--- src/design/rv_pkg.sv ---
// ************************************************
// Shared definitions for the three-stage RV32I core
// Widths, opcodes, ALU encoding and the stage structs
// Referenced by scoped names from every design file
// ************************************************
`default_nettype none

package rv_pkg;

    localparam int XLEN   = 32;
    localparam int REG_AW = 5;

    localparam logic [XLEN-1:0] RESET_ADDR = 32'h8000_0000;
    localparam logic [XLEN-1:0] NOP_INSTR  = 32'h0000_0013; // ADDI x0,x0,0

    // Kept opcode set
    localparam logic [6:0] OP_REG    = 7'b0110011;
    localparam logic [6:0] OP_IMM    = 7'b0010011;
    localparam logic [6:0] OP_STORE  = 7'b0100011;
    localparam logic [6:0] OP_BRANCH = 7'b1100011;
    localparam logic [6:0] OP_JAL    = 7'b1101111;
    localparam logic [6:0] OP_LUI    = 7'b0110111;

    // Pipeline controller states
    localparam logic ST_RUN  = 1'b0;
    localparam logic ST_HALT = 1'b1;

    // {funct7[5], funct3}
    typedef enum logic [3:0] {
        ALU_ADD  = 4'b0000,
        ALU_SLL  = 4'b0001,
        ALU_SLT  = 4'b0010,
        ALU_SLTU = 4'b0011,
        ALU_XOR  = 4'b0100,
        ALU_SRL  = 4'b0101,
        ALU_OR   = 4'b0110,
        ALU_AND  = 4'b0111,
        ALU_SUB  = 4'b1000,
        ALU_SRA  = 4'b1101
    } alu_op_t;

    typedef struct packed {
        logic [6:0]        funct7; // Upper I-immediate bits as well
        logic [REG_AW-1:0] rs2;    // Lower I-immediate bits as well
        logic [REG_AW-1:0] rs1;
        logic [2:0]        funct3;
        logic [REG_AW-1:0] rd;
        logic [6:0]        opcode;
    } instr_ri_t;

    typedef struct packed {
        logic [6:0]        imm_hi;
        logic [REG_AW-1:0] rs2;
        logic [REG_AW-1:0] rs1;
        logic [2:0]        funct3;
        logic [4:0]        imm_lo;
        logic [6:0]        opcode;
    } instr_sb_t;

    typedef union packed {
        instr_ri_t ri;
        instr_sb_t sb;
    } instr_u;

    typedef struct packed {
        alu_op_t alu_op;
        logic    is_branch;
        logic    is_jal;
        logic    is_store;
        logic    is_lui;   // Operand A forced to zero
        logic    reg_we;
        logic    use_imm;  // Operand B from immediate
        logic    invalid;
    } ctrl_t;

    typedef struct packed {
        ctrl_t             ctrl;
        logic [XLEN-1:0]   pc;
        logic [XLEN-1:0]   imm;
        logic [REG_AW-1:0] rd;
        logic [XLEN-1:0]   rs1_val;
        logic [XLEN-1:0]   rs2_val;
        logic [2:0]        funct3;
    } id_ex_t;

endpackage

`default_nettype wire
--- src/design/rv_core.sv ---
// ************************************************
// Three-stage RV32I core with fetch, decode and execute
// Holds the PC, IF/ID and ID/EX registers and the
// registered store port; writeback at end of execute
// ************************************************
`timescale 1ns/1ps
`default_nettype none

module rv_core (
    input  logic                      clk,
    input  logic                      rst_n,
    output logic [rv_pkg::XLEN-1:0]   instr_addr_o,
    input  logic [rv_pkg::XLEN-1:0]   instr_data_i,
    input  logic                      instr_ready_i,
    output logic [rv_pkg::XLEN-1:0]   mem_addr_o,
    output logic [rv_pkg::XLEN-1:0]   mem_wdata_o,
    output logic                      mem_we_o,
    output logic                      error_o
);

    logic [rv_pkg::XLEN-1:0] pc;
    logic [rv_pkg::XLEN-1:0] pc_next;
    rv_pkg::instr_u          if_id_instr;
    logic [rv_pkg::XLEN-1:0] if_id_pc;
    rv_pkg::id_ex_t          id_ex;
    rv_pkg::id_ex_t          id_ex_d;

    rv_pkg::ctrl_t           dec_ctrl;
    logic [rv_pkg::XLEN-1:0] dec_imm;
    logic [rv_pkg::XLEN-1:0] rs1_data;
    logic [rv_pkg::XLEN-1:0] rs2_data;

    logic [rv_pkg::XLEN-1:0] alu_a;
    logic [rv_pkg::XLEN-1:0] alu_b;
    logic [rv_pkg::XLEN-1:0] alu_result;
    logic [rv_pkg::XLEN-1:0] ex_target;
    logic [rv_pkg::XLEN-1:0] wb_data;
    logic                    wb_we;
    logic                    branch_taken;
    logic                    redirect;
    logic                    advance;
    logic                    flush;
    logic                    halted;

    rv_decode u_rv_decode (
        .instr_i (if_id_instr),
        .ctrl_o  (dec_ctrl),
        .imm_o   (dec_imm)
    );

    rv_regfile u_rv_regfile (
        .clk        (clk),
        .rst_n      (rst_n),
        .rs1_addr_i (if_id_instr.ri.rs1),
        .rs2_addr_i (if_id_instr.ri.rs2),
        .rs1_data_o (rs1_data),
        .rs2_data_o (rs2_data),
        .rd_we_i    (wb_we),
        .rd_addr_i  (id_ex.rd),
        .rd_data_i  (wb_data)
    );

    rv_alu u_rv_alu (
        .op_i           (id_ex.ctrl.alu_op),
        .a_i            (alu_a),
        .b_i            (alu_b),
        .cmp_a_i        (id_ex.rs1_val),
        .cmp_b_i        (id_ex.rs2_val),
        .funct3_i       (id_ex.funct3),
        .result_o       (alu_result),
        .branch_taken_o (branch_taken)
    );

    rv_pipe_ctrl u_rv_pipe_ctrl (
        .clk           (clk),
        .rst_n         (rst_n),
        .instr_ready_i (instr_ready_i),
        .redirect_i    (redirect),
        .invalid_i     (id_ex.ctrl.invalid),
        .advance_o     (advance),
        .flush_o       (flush),
        .halted_o      (halted)
    );

    // Decode stage bundle
    always_comb begin
        id_ex_d         = '0;
        id_ex_d.ctrl    = dec_ctrl;
        id_ex_d.pc      = if_id_pc;
        id_ex_d.imm     = dec_imm;
        id_ex_d.rd      = if_id_instr.ri.rd;
        id_ex_d.rs1_val = rs1_data;
        id_ex_d.rs2_val = rs2_data;
        id_ex_d.funct3  = if_id_instr.ri.funct3;
    end

    // Execute stage
    assign alu_a     = id_ex.ctrl.is_lui ? '0 : id_ex.rs1_val;
    assign alu_b     = id_ex.ctrl.use_imm ? id_ex.imm : id_ex.rs2_val;
    assign ex_target = id_ex.pc + id_ex.imm;
    assign redirect  = id_ex.ctrl.is_jal || (id_ex.ctrl.is_branch && branch_taken);
    assign wb_data   = id_ex.ctrl.is_jal ? id_ex.pc + 32'd4 : alu_result; // Link value
    assign wb_we     = advance && id_ex.ctrl.reg_we;

    assign pc_next      = redirect ? ex_target : pc + 32'd4;
    assign instr_addr_o = pc;
    assign error_o      = halted; // Sticky until reset

    always_ff @(posedge clk or negedge rst_n) begin
        if (!rst_n) begin
            pc          <= rv_pkg::RESET_ADDR;
            if_id_instr <= rv_pkg::NOP_INSTR;
            if_id_pc    <= rv_pkg::RESET_ADDR;
            id_ex       <= '0; // Bubble that acts as the NOP word
        end else if (advance) begin
            pc       <= pc_next;
            if_id_pc <= pc;
            if (flush) begin
                if_id_instr <= rv_pkg::NOP_INSTR;
                id_ex       <= '0;
            end else begin
                if_id_instr <= instr_data_i;
                id_ex       <= id_ex_d;
            end
        end
    end

    // Store strobe lasts one cycle
    always_ff @(posedge clk or negedge rst_n) begin
        if (!rst_n) begin
            mem_we_o <= 1'b0;
        end else begin
            mem_we_o <= advance && id_ex.ctrl.is_store;
        end
    end

    always_ff @(posedge clk) begin
        if (advance && id_ex.ctrl.is_store) begin
            mem_addr_o  <= alu_result;
            mem_wdata_o <= id_ex.rs2_val;
        end
    end

endmodule

`default_nettype wire

--- src/design/rv_pipe_ctrl.sv ---
// ************************************************
// Pipeline controller FSM with states RUN and HALT
// Advances on a ready fetch, flushes on a redirect,
// and halts for good on an invalid instruction
// ************************************************
`timescale 1ns/1ps
`default_nettype none

module rv_pipe_ctrl (
    input  logic clk,
    input  logic rst_n,
    input  logic instr_ready_i,
    input  logic redirect_i,
    input  logic invalid_i,
    output logic advance_o,
    output logic flush_o,
    output logic halted_o
);

    logic state;
    logic state_next;

    always_ff @(posedge clk or negedge rst_n) begin
        if (!rst_n) begin
            state <= rv_pkg::ST_RUN;
        end else begin
            state <= state_next;
        end
    end

    always_comb begin
        state_next = state;
        advance_o  = 1'b0;
        flush_o    = 1'b0;
        case (state)
            rv_pkg::ST_RUN: begin
                advance_o = instr_ready_i;
                flush_o   = instr_ready_i && redirect_i;
                // Only an instruction that actually retires can halt
                if (instr_ready_i && invalid_i) begin
                    state_next = rv_pkg::ST_HALT;
                end
            end
            default: begin
                state_next = rv_pkg::ST_HALT; // Left only through reset
            end
        endcase
    end

    assign halted_o = (state == rv_pkg::ST_HALT);

endmodule

`default_nettype wire

--- src/design/rv_alu.sv ---
// ************************************************
// Execute-stage ALU and branch comparator
// Ten integer operations on a/b, and the six branch
// conditions on the compare operands
// ************************************************
`timescale 1ns/1ps
`default_nettype none

module rv_alu (
    input  rv_pkg::alu_op_t               op_i,
    input  logic [rv_pkg::XLEN-1:0]       a_i,
    input  logic [rv_pkg::XLEN-1:0]       b_i,
    input  logic [rv_pkg::XLEN-1:0]       cmp_a_i,
    input  logic [rv_pkg::XLEN-1:0]       cmp_b_i,
    input  logic [2:0]                    funct3_i,
    output logic [rv_pkg::XLEN-1:0]       result_o,
    output logic                          branch_taken_o
);

    logic cmp_eq;
    logic cmp_lt;
    logic cmp_ltu;

    always_comb begin
        case (op_i)
            rv_pkg::ALU_ADD:  result_o = a_i + b_i;
            rv_pkg::ALU_SUB:  result_o = a_i - b_i;
            rv_pkg::ALU_SLL:  result_o = a_i << b_i[4:0];
            rv_pkg::ALU_SLT:  result_o = {{(rv_pkg::XLEN-1){1'b0}}, $signed(a_i) < $signed(b_i)};
            rv_pkg::ALU_SLTU: result_o = {{(rv_pkg::XLEN-1){1'b0}}, a_i < b_i};
            rv_pkg::ALU_XOR:  result_o = a_i ^ b_i;
            rv_pkg::ALU_SRL:  result_o = a_i >> b_i[4:0];
            rv_pkg::ALU_SRA:  result_o = $signed(a_i) >>> b_i[4:0];
            rv_pkg::ALU_OR:   result_o = a_i | b_i;
            rv_pkg::ALU_AND:  result_o = a_i & b_i;
            default:          result_o = a_i + b_i;
        endcase
    end

    assign cmp_eq  = (cmp_a_i == cmp_b_i);
    assign cmp_lt  = ($signed(cmp_a_i) < $signed(cmp_b_i));
    assign cmp_ltu = (cmp_a_i < cmp_b_i);

    always_comb begin
        case (funct3_i)
            3'b000:  branch_taken_o = cmp_eq;   // BEQ
            3'b001:  branch_taken_o = !cmp_eq;  // BNE
            3'b100:  branch_taken_o = cmp_lt;   // BLT
            3'b101:  branch_taken_o = !cmp_lt;  // BGE
            3'b110:  branch_taken_o = cmp_ltu;  // BLTU
            3'b111:  branch_taken_o = !cmp_ltu; // BGEU
            default: branch_taken_o = 1'b0;
        endcase
    end

endmodule

`default_nettype wire

--- src/design/rv_regfile.sv ---
// ************************************************
// Integer register file, two read ports, one write
// x0 reads as zero; a same-cycle write is bypassed
// to the read ports
// ************************************************
`timescale 1ns/1ps
`default_nettype none

module rv_regfile (
    input  logic                          clk,
    input  logic                          rst_n,
    input  logic [rv_pkg::REG_AW-1:0]     rs1_addr_i,
    input  logic [rv_pkg::REG_AW-1:0]     rs2_addr_i,
    output logic [rv_pkg::XLEN-1:0]       rs1_data_o,
    output logic [rv_pkg::XLEN-1:0]       rs2_data_o,
    input  logic                          rd_we_i,
    input  logic [rv_pkg::REG_AW-1:0]     rd_addr_i,
    input  logic [rv_pkg::XLEN-1:0]       rd_data_i
);

    logic [rv_pkg::XLEN-1:0] regs [1:(1 << rv_pkg::REG_AW)-1];

    function automatic logic [rv_pkg::XLEN-1:0] read_port(
        input logic [rv_pkg::REG_AW-1:0] addr
    );
        if (addr == '0) begin
            return '0;
        end else if (rd_we_i && (addr == rd_addr_i)) begin
            return rd_data_i; // Write-through
        end
        return regs[addr];
    endfunction

    always_ff @(posedge clk or negedge rst_n) begin
        if (!rst_n) begin
            for (int i = 1; i < (1 << rv_pkg::REG_AW); i++) begin
                regs[i] <= '0;
            end
        end else if (rd_we_i && (rd_addr_i != '0)) begin
            regs[rd_addr_i] <= rd_data_i;
        end
    end

    always_comb rs1_data_o = read_port(rs1_addr_i);
    always_comb rs2_data_o = read_port(rs2_addr_i);

endmodule

`default_nettype wire

--- src/design/rv_decode.sv ---
// ************************************************
// Instruction decoder for the decode stage
// Reads the IF/ID word through both union views and
// returns the control struct and the immediate
// ************************************************
`timescale 1ns/1ps
`default_nettype none

module rv_decode (
    input  rv_pkg::instr_u               instr_i,
    output rv_pkg::ctrl_t                ctrl_o,
    output logic [rv_pkg::XLEN-1:0]      imm_o
);

    logic [rv_pkg::XLEN-1:0] imm_i;
    logic [rv_pkg::XLEN-1:0] imm_s;
    logic [rv_pkg::XLEN-1:0] imm_b;
    logic [rv_pkg::XLEN-1:0] imm_j;
    logic [rv_pkg::XLEN-1:0] imm_u;
    logic                    sra_bit;

    // I and U from the R/I view
    assign imm_i = {{20{instr_i.ri.funct7[6]}}, instr_i.ri.funct7, instr_i.ri.rs2};
    assign imm_u = {instr_i.ri.funct7, instr_i.ri.rs2, instr_i.ri.rs1,
                    instr_i.ri.funct3, 12'b0};
    assign imm_j = {{12{instr_i.ri.funct7[6]}}, instr_i.ri.rs1, instr_i.ri.funct3,
                    instr_i.ri.rs2[0], instr_i.ri.funct7[5:0], instr_i.ri.rs2[4:1], 1'b0};

    // S and B from the S/B view
    assign imm_s = {{20{instr_i.sb.imm_hi[6]}}, instr_i.sb.imm_hi, instr_i.sb.imm_lo};
    assign imm_b = {{20{instr_i.sb.imm_hi[6]}}, instr_i.sb.imm_lo[0],
                    instr_i.sb.imm_hi[5:0], instr_i.sb.imm_lo[4:1], 1'b0};

    // Immediate shifts only carry an op bit for SRLI/SRAI
    assign sra_bit = (instr_i.ri.funct3 == 3'b101) ? instr_i.ri.funct7[5] : 1'b0;

    always_comb begin
        ctrl_o        = '0;
        ctrl_o.alu_op = rv_pkg::ALU_ADD; // Address and LUI paths add
        imm_o         = '0;
        case (instr_i.ri.opcode)
            rv_pkg::OP_REG: begin
                ctrl_o.alu_op = rv_pkg::alu_op_t'({instr_i.ri.funct7[5], instr_i.ri.funct3});
                ctrl_o.reg_we = 1'b1;
            end
            rv_pkg::OP_IMM: begin
                ctrl_o.alu_op  = rv_pkg::alu_op_t'({sra_bit, instr_i.ri.funct3});
                ctrl_o.reg_we  = 1'b1;
                ctrl_o.use_imm = 1'b1;
                imm_o          = imm_i;
            end
            rv_pkg::OP_STORE: begin
                ctrl_o.is_store = 1'b1;
                ctrl_o.use_imm  = 1'b1;
                imm_o           = imm_s;
            end
            rv_pkg::OP_BRANCH: begin
                ctrl_o.is_branch = 1'b1;
                imm_o            = imm_b;
            end
            rv_pkg::OP_JAL: begin
                ctrl_o.is_jal = 1'b1;
                ctrl_o.reg_we = 1'b1; // Link register
                imm_o         = imm_j;
            end
            rv_pkg::OP_LUI: begin
                ctrl_o.is_lui  = 1'b1;
                ctrl_o.reg_we  = 1'b1;
                ctrl_o.use_imm = 1'b1;
                imm_o          = imm_u;
            end
            default: ctrl_o.invalid = 1'b1; // No write, no store
        endcase
    end

endmodule

`default_nettype wire

--- config.mk ---
export PLATFORM = sky130hd
export DESIGN_NAME = rv_core
export DESIGN_NICKNAME = d
export VERILOG_FILES = /design/src/design/rv_pkg.sv /design/src/design/rv_core.sv /design/src/design/rv_pipe_ctrl.sv /design/src/design/rv_alu.sv /design/src/design/rv_regfile.sv /design/src/design/rv_decode.sv
export SDC_FILE = /design/constraint.sdc
export NUM_CORES = 2
export LEC_CHECK = 0
export BUFFER_PORTS_ARGS = -buffer_cell sky130_fd_sc_hd__buf_2
export CELL_PAD_IN_SITES_DETAIL_PLACEMENT = 1
export CELL_PAD_IN_SITES_GLOBAL_PLACEMENT = 2
export CORE_MARGIN = 8
export CORE_UTILIZATION = 30
export CTS_CLUSTER_DIAMETER = 30
export DETAILED_ROUTE_END_ITERATION = 12
export HOLD_SLACK_MARGIN = 0.02
export PLACE_DENSITY_LB_ADDON = 0.1
export SYNTH_ARGS = -nofsm -noshare
export SYNTH_HDL_FRONTEND = slang
export SYNTH_SLANG_ARGS = --single-unit
--- constraint.sdc ---
create_clock -name clk -period 9.2 [get_ports clk]
set_clock_uncertainty 0.05 [all_clocks]
set_input_delay 1.38 -clock clk [delete_from_list [all_inputs] [get_ports clk]]
set_output_delay 1.38 -clock clk [all_outputs]
set_load 0.03 [all_outputs]
== Yosys cells after proc, flatten, opt, wreduce, memory -nomap -nowiden ==
Cells that the tools add are included.
Operators by class
  add/subtract/negate cells: 5
  $lt $le $gt $ge: 8
  eq/ne operators: 24
  shift operators: 3
  mux-type cells: 41
  bitwise logic cells: 6
  reductions and logical operators: 20
Operators with widths (count)
  992-bit bitwise mux: 1
  32-bit 2-to-1 mux: 16
  32-bit binary-select mux with 5-bit select: 2
  32-bit one-hot mux with 9 select lines: 1
  32-bit demux with 5-bit select: 1
  32-bit one-hot mux with 5 select lines: 1
  147-bit 2-to-1 mux: 1
  32-bit less-than comparator: 4
  32-bit by 3-bit adder with 32-bit output, second input constant: 2
  32-bit adder: 2
  32-bit AND: 1
  32-bit == test: 1
  32-bit OR: 1
  32-bit by 5-bit left shift with 32-bit output: 1
  32-bit by 5-bit right shift with 32-bit output: 1
  32-bit by 5-bit >>> shifter with 32-bit output: 1
  32-bit subtractor: 1
  32-bit bitwise XOR: 1
  7-bit by 6-bit == test with 1-bit output, second input constant: 3
  6-bit >= comparator, second input constant: 3
  5-bit inverter with 6-bit output: 3
  4-bit by 3-bit == test with 1-bit output, second input constant: 4
  1-bit 2-to-1 mux: 16
  3-bit == test, second input constant: 5
  19 further kinds: 34
Word-level totals
  register bits: 1301
  input bits: 35
  output and inout port bits: 98
  logic and storage cells: 159

== Depth between registers and ports, before layout ==
  depth after elaboration: 8
  mapped depth: 21
  depth with buffers taken out: 15

== By module ==
A second synthesis with hierarchy kept.
Unflattened totals
  cell total of the unflattened synthesis: 7166
  area total of the unflattened synthesis: 79731.5 um^2
Modules (own cells, without submodules)
  rv_regfile: times used 1, cells each 4067, area an instance 53961.8 um^2, sequential area each 24823.8 um^2
  rv_core: times used 1, cells each 1615, area an instance 15444.8 um^2, sequential area each 8034.0 um^2
  rv_alu: times used 1, cells each 1403, area an instance 9730.6 um^2, sequential area each 0.0 um^2
  rv_decode: times used 1, cells each 77, area an instance 541.8 um^2, sequential area each 0.0 um^2
  rv_pipe_ctrl: times used 1, cells each 4, area an instance 52.6 um^2, sequential area each 25.0 um^2

== Worst setup path before layout ==
No wires, ideal clock.
  path type: flip-flop to flip-flop
  from: register id_ex[137] in the netlist's numbering
  to: register u_rv_regfile.regs[316] in the netlist's numbering
  library setup time: 0.133 ns
  arrival: 4.420 ns
  data required time: 9.017 ns
  path slack: 4.597 ns
  cell stages (with the launch flop): 22
  buffers on the path: 7
  clock period less this slack: 4.603 ns
  path through: dfrtp_1 > buf_4 > mux2i_1 > buf_6 > inv_6 > buf_8 > buf_8 > buf_2 > buf_2 > ha_1 > fa_1 > nor2b_1 > o211ai_1 > a21oi_1 > o311ai_1 > a21oi_1 > o41ai_1 > o2bb2ai_1 > a211oi_2 > o21ai_1 > clkbuf_1 > o21ai_0
On the way
  word-level cells in the longest chain between the ends: 5
  elaborated cells between the ends (all ways): 12
  classes of those cells: add/sub: 2; shift: 3; mux: 4; bitwise: 3
RTL lines
  from (decl): RTL line rv_core.sv:25  | rv_pkg::id_ex_t id_ex;
  from (signal assigned): RTL line rv_core.sv:123  | id_ex <= id_ex_d;
  32-bit 2-to-1 mux (*): RTL line rv_core.sv:99  | assign alu_b = id_ex.ctrl.use_imm ? id_ex.imm : id_ex.rs2_val;
  32-bit adder, or another cell as far along: RTL line rv_alu.sv:26, rv_alu.sv:36
  32-bit one-hot mux with 9 select lines (*): RTL line rv_alu.sv:25  | case (op_i)
  via alu_result, one bit: RTL line rv_core.sv:35  | logic [rv_pkg::XLEN-1:0] alu_result;
  32-bit 2-to-1 mux (*): RTL line rv_core.sv:102  | assign wb_data = id_ex.ctrl.is_jal ? id_ex.pc + 32'd4 : alu_result;
  992-bit bitwise mux (*): RTL line rv_regfile.sv:40  | regs[rd_addr_i] <= rd_data_i;
  to (signal, indexed assignment): RTL line rv_regfile.sv:40
  to (decl): RTL line rv_regfile.sv:21  | logic [rv_pkg::XLEN-1:0] regs [1:(1 << rv_pkg::REG_AW)-1];
The timed path passes the listed nets; every way through them passes the cells marked *.
A chain may end at the register's enable or synchronous reset.

== Worst setup path in the final report ==
  from: register id_ex[137] in the netlist's numbering
  to: register u_rv_regfile.regs[479] in the netlist's numbering
On the way
  word-level cells in the longest chain between the ends: 5
  elaborated cells between the ends (all ways): 12
  classes of those cells: add/sub: 2; shift: 3; mux: 4; bitwise: 3
RTL lines (RTL line)
  32-bit 2-to-1 mux (*): rv_core.sv:99
  32-bit adder, or another cell as far along: rv_alu.sv:26, rv_alu.sv:36
  32-bit one-hot mux with 9 select lines (*): rv_alu.sv:25
  32-bit 2-to-1 mux (*): rv_core.sv:102
  992-bit bitwise mux (*): rv_regfile.sv:40
Mark *: on every way between the ends. The rest lies on a longest branch, timed or not.

==> impl_metrics.tcl <==
set metrics [dict create \
    antenna_found_initial 33 \
    edff_count_synth 64 \
    core_area_um2 257000 \
    detailedPlace.worstSlack_ns 2.43 \
    syn2layout_area_growth_pct 23.9 \
    cts_hold_buffers 0 \
    rsz0062_at_grt "no" \
    clock_sink_count 1301 \
    worst_ep_required_time_ns 9.86 \
    critical_path_origin "id_ex[137]" \
    tritoncts_clock_tree "yes" \
    dieWidth_um 524 \
    grt_pass1_vias 68408 \
    synth_compound_area_frac 0.167 \
    tns_ns 0 \
    outcome "finished, violations left" \
    synthesized_cell_area_um2 77300 \
    synth_mux_area_frac 0.215 \
    post_synth_inst_count 7610 \
    timing_worst_setup_path_type "reg -> reg" \
    tightestPinTransition_ns 1.49 \
    groute.usage.overall 0.267 \
    synthAdderAreaFrac 0.0270 \
    num_io_pins 133 \
    final_antenna_net_count 0 \
    max_cap_viol_count 1 \
    fmax_mhz 144 \
    clock_latency_ns 0.91 \
    drc 0 \
    post_route_cells_drive_above_1_share 0.234 \
    setup_violating_endpoint_count_in_the_final_report 0 \
    p_per_area_nw_per_um2 357 \
    numCtsBuffers 399 \
    most_frequent_cells_in_the_layout "nand2_1 (1,340), dfrtp_1 (1,220), o21ai_0 (1,053)" \
    ctsLongestPathBuffers 4 \
    cts-root-buf "clkbuf_16" \
    wl_mm 373 \
    grt_pass1_wl_mm 533 \
    synthDominantCellAreaShare 0.399 \
    floorplan.initialDensity 0.301 \
    grt_start_max_net_pins 144 \
    final.fill_count 27936 \
    synth_ff_type "dfrtp_1" \
    ys.warnings.count 0 \
    power.ir.vdd_worst_mv 0.190 \
    grt_overflow 0 \
    timing.final.crit_share 0.755 \
    flip_flop_and_latch_count_after_synthesis 1301 \
    final_hold_viol_count 0 \
    synth.distinct_cells 102 \
    crit_path_end_kind "register" \
    route.detailed.wl_per_inst_um 32.8 \
    min_path_type "in -> async" \
    cts.htree.levels 5 \
    finalMaxSlewViolations 1 \
    largest_cells_by_area_after_synthesis "dfrtp_1 (40%), mux4_2 (15%), o21ai_0 (6.9%)" \
    synthesis.nets 7810 \
    num_vias 65489 \
    syn-mean-instance-area_um2 10.2 \
    reg2regPathDepth 15 \
    die_y_um 524 \
    synth_top_cell_by_area "dfrtp_1" \
    synth_sequential_area_ratio 0.425 \
    multiInputGateArea_um2 41600 \
    detail_route.vias_per_cell 5.75 \
    ff_latch_area_um2 32900 \
    power.leakage_nw 40.5 \
    cts.repair.resized 0 \
    iteration_0_drc_markers 5189 \
    post_synth_xor_area_fraction 0.00816 \
    drt_first_pass_iters 5 \
    startpoint_type "register" \
    dp_hpwl_mm 246 \
    largest_family_of_logic_cells_by_synthesized_area "multiplexers" \
    die-area_um2 274000 \
    placement_rows 186 \
    post-cts-setup-buffers 0 \
    violations "capacitance limit, slew limit" \
    clk_pin_slew_worst_paths_ns 0.05 \
    most_common_cell_after_layout_fill_and_taps_aside "nand2_1" \
    finalWorstPathRequiredPeriod_ns 6.95 \
    io_buffer_count 132 \
    maximum_net_fanout_on_the_critical_path 34 \
    globalplace.congestion 0.944 \
    final_nets 7851 \
    worstPathArrival_ns 7.61 \
    share_of_synthesized_cell_area_in_and_or_nand_and_nor_gates 0.113 \
    ys_async_sr_fraction 0.951 \
    final_critical_path_setup_slack_ns 2.25 \
    max_slew_margin -0.00203 \
    timing.rr.start "id_ex[137]" \
]
## metal layers
| metal | track usage | vias up | share of wire |
|---|---|---|---|
| met5 | 0 | - | 0.00016 |
| met4 | 0.106 | 8 | 0.045 |
| met1 | 0.359 | 34524 | 0.43 |
| met3 | 0.0405 | 696 | 0.053 |
| met2 | 0.435 | 2069 | 0.47 |
| li1 | - | 28192 | - |
## kinds of logic (layout without fill, tap and decap cells)
family	after synthesis	after routing
AO/OA/AOI/OAI	2167	2167
flip-flops	1301	1301
buffers and inverters	851	1230
adder cells (fa/ha/maj)	165	165
other	0	11
multiplexers	984	984
AND/OR/NAND/NOR	2070	2070
XOR/XNOR	72	72
## Yosys cell counts, types with 13 or more instances
cell / n
nand2_1: 1373
xor2_1: 22
and2_1: 19
nand2b_1: 28
buf_1: 111
a22oi_1: 40
nor4_1: 23
or3_1: 26
o21ai_0: 1059
or2_2: 14
xnor2_1: 50
clkbuf_1: 490
nor2_1: 242
mux4_2: 523
a21oi_1: 361
o21bai_1: 14
a31oi_1: 39
o22ai_1: 104
nand3_1: 107
o21a_1: 54
nand4_1: 30
a211o_1: 13
mux2_2: 200
a211oi_1: 85
a22o_1: 38
o211ai_1: 45
edfxtp_1: 64
o221ai_1: 16
o21ai_1: 24
dfrtp_1: 1232
mux2i_1: 260
buf_2: 74
o31ai_1: 37
a21o_1: 35
inv_1: 146
and3_1: 29
ha_1: 162
a2bb2oi_1: 16
nor2b_1: 55
nor3_1: 93
a221oi_1: 24
## state kept, by name, summed over array words and instances (netlist names)
signal	flops
mem_we_o	1
id_ex	147
mem_wdata_o	32
instr_addr_o	32
u_rv_regfile.regs	992
mem_addr_o	32
u_rv_pipe_ctrl.halted_o	1
if_id_instr	32
if_id_pc	32
## critical path: stages, from the launching register on
cell and delay [ns]:
dfrtp_2 0.95, buf_4 0.51, nand2_1 0.10, o21a_1 0.18, ha_1 0.50, nor2_1 0.31
nand2_1 0.16, nor3_1 0.61, nand2_1 0.23, a2111oi_0 0.95, buf_4 0.30, nor2_1 0.10
a21oi_1 0.24, mux2i_1 0.30, a41o_1 1.01, o21ai_0 0.19
## layout make-up
cell class              count  share of cell area
clock buffers             575               0.122
repair buffers            337              0.0251
inverters                 154             0.00609
flip-flops and latches   1301               0.344
clock inverters           164              0.0249
multi-input cells        5458               0.434
well taps                3384              0.0442
diodes                     11            0.000287
## power breakdown
group / internal (mW) / total [mW] / switching [mW]
logic: 3.66 / 12.8 / 9.12
registers: 6.24 / 7.20 / 0.965
clock network: 10.1 / 14.2 / 4.16
## worst paths after layout
path | to | slack [ns]
max | u_rv_regfile.regs[479] | 2.25
min | id_ex[118] | 0.36
max reg2reg | u_rv_regfile.regs[479] | 2.25
min reg2reg | mem_wdata_o[7] | 0.40
max in group asynchronous | u_rv_regfile.regs[417] | 6.44
min in group clk | mem_wdata_o[7] | 0.40
## metrics by stage
stage	utilization	instance area, um^2	hold WS (ns)	total power, mW	std cells
floorplan	-	77300	0.375	14.2	7610
global placement	0.318	81700	0.378	19.9	10634
detailed placement	0.318	81700	0.383	19.9	10634
CTS	0.373	95800	0.360	34.3	11373
global route	0.373	95800	0.391	35.5	11375
finish	0.373	95800	0.363	34.2	11384
Note: power is estimated with default switching activity, not from simulation.
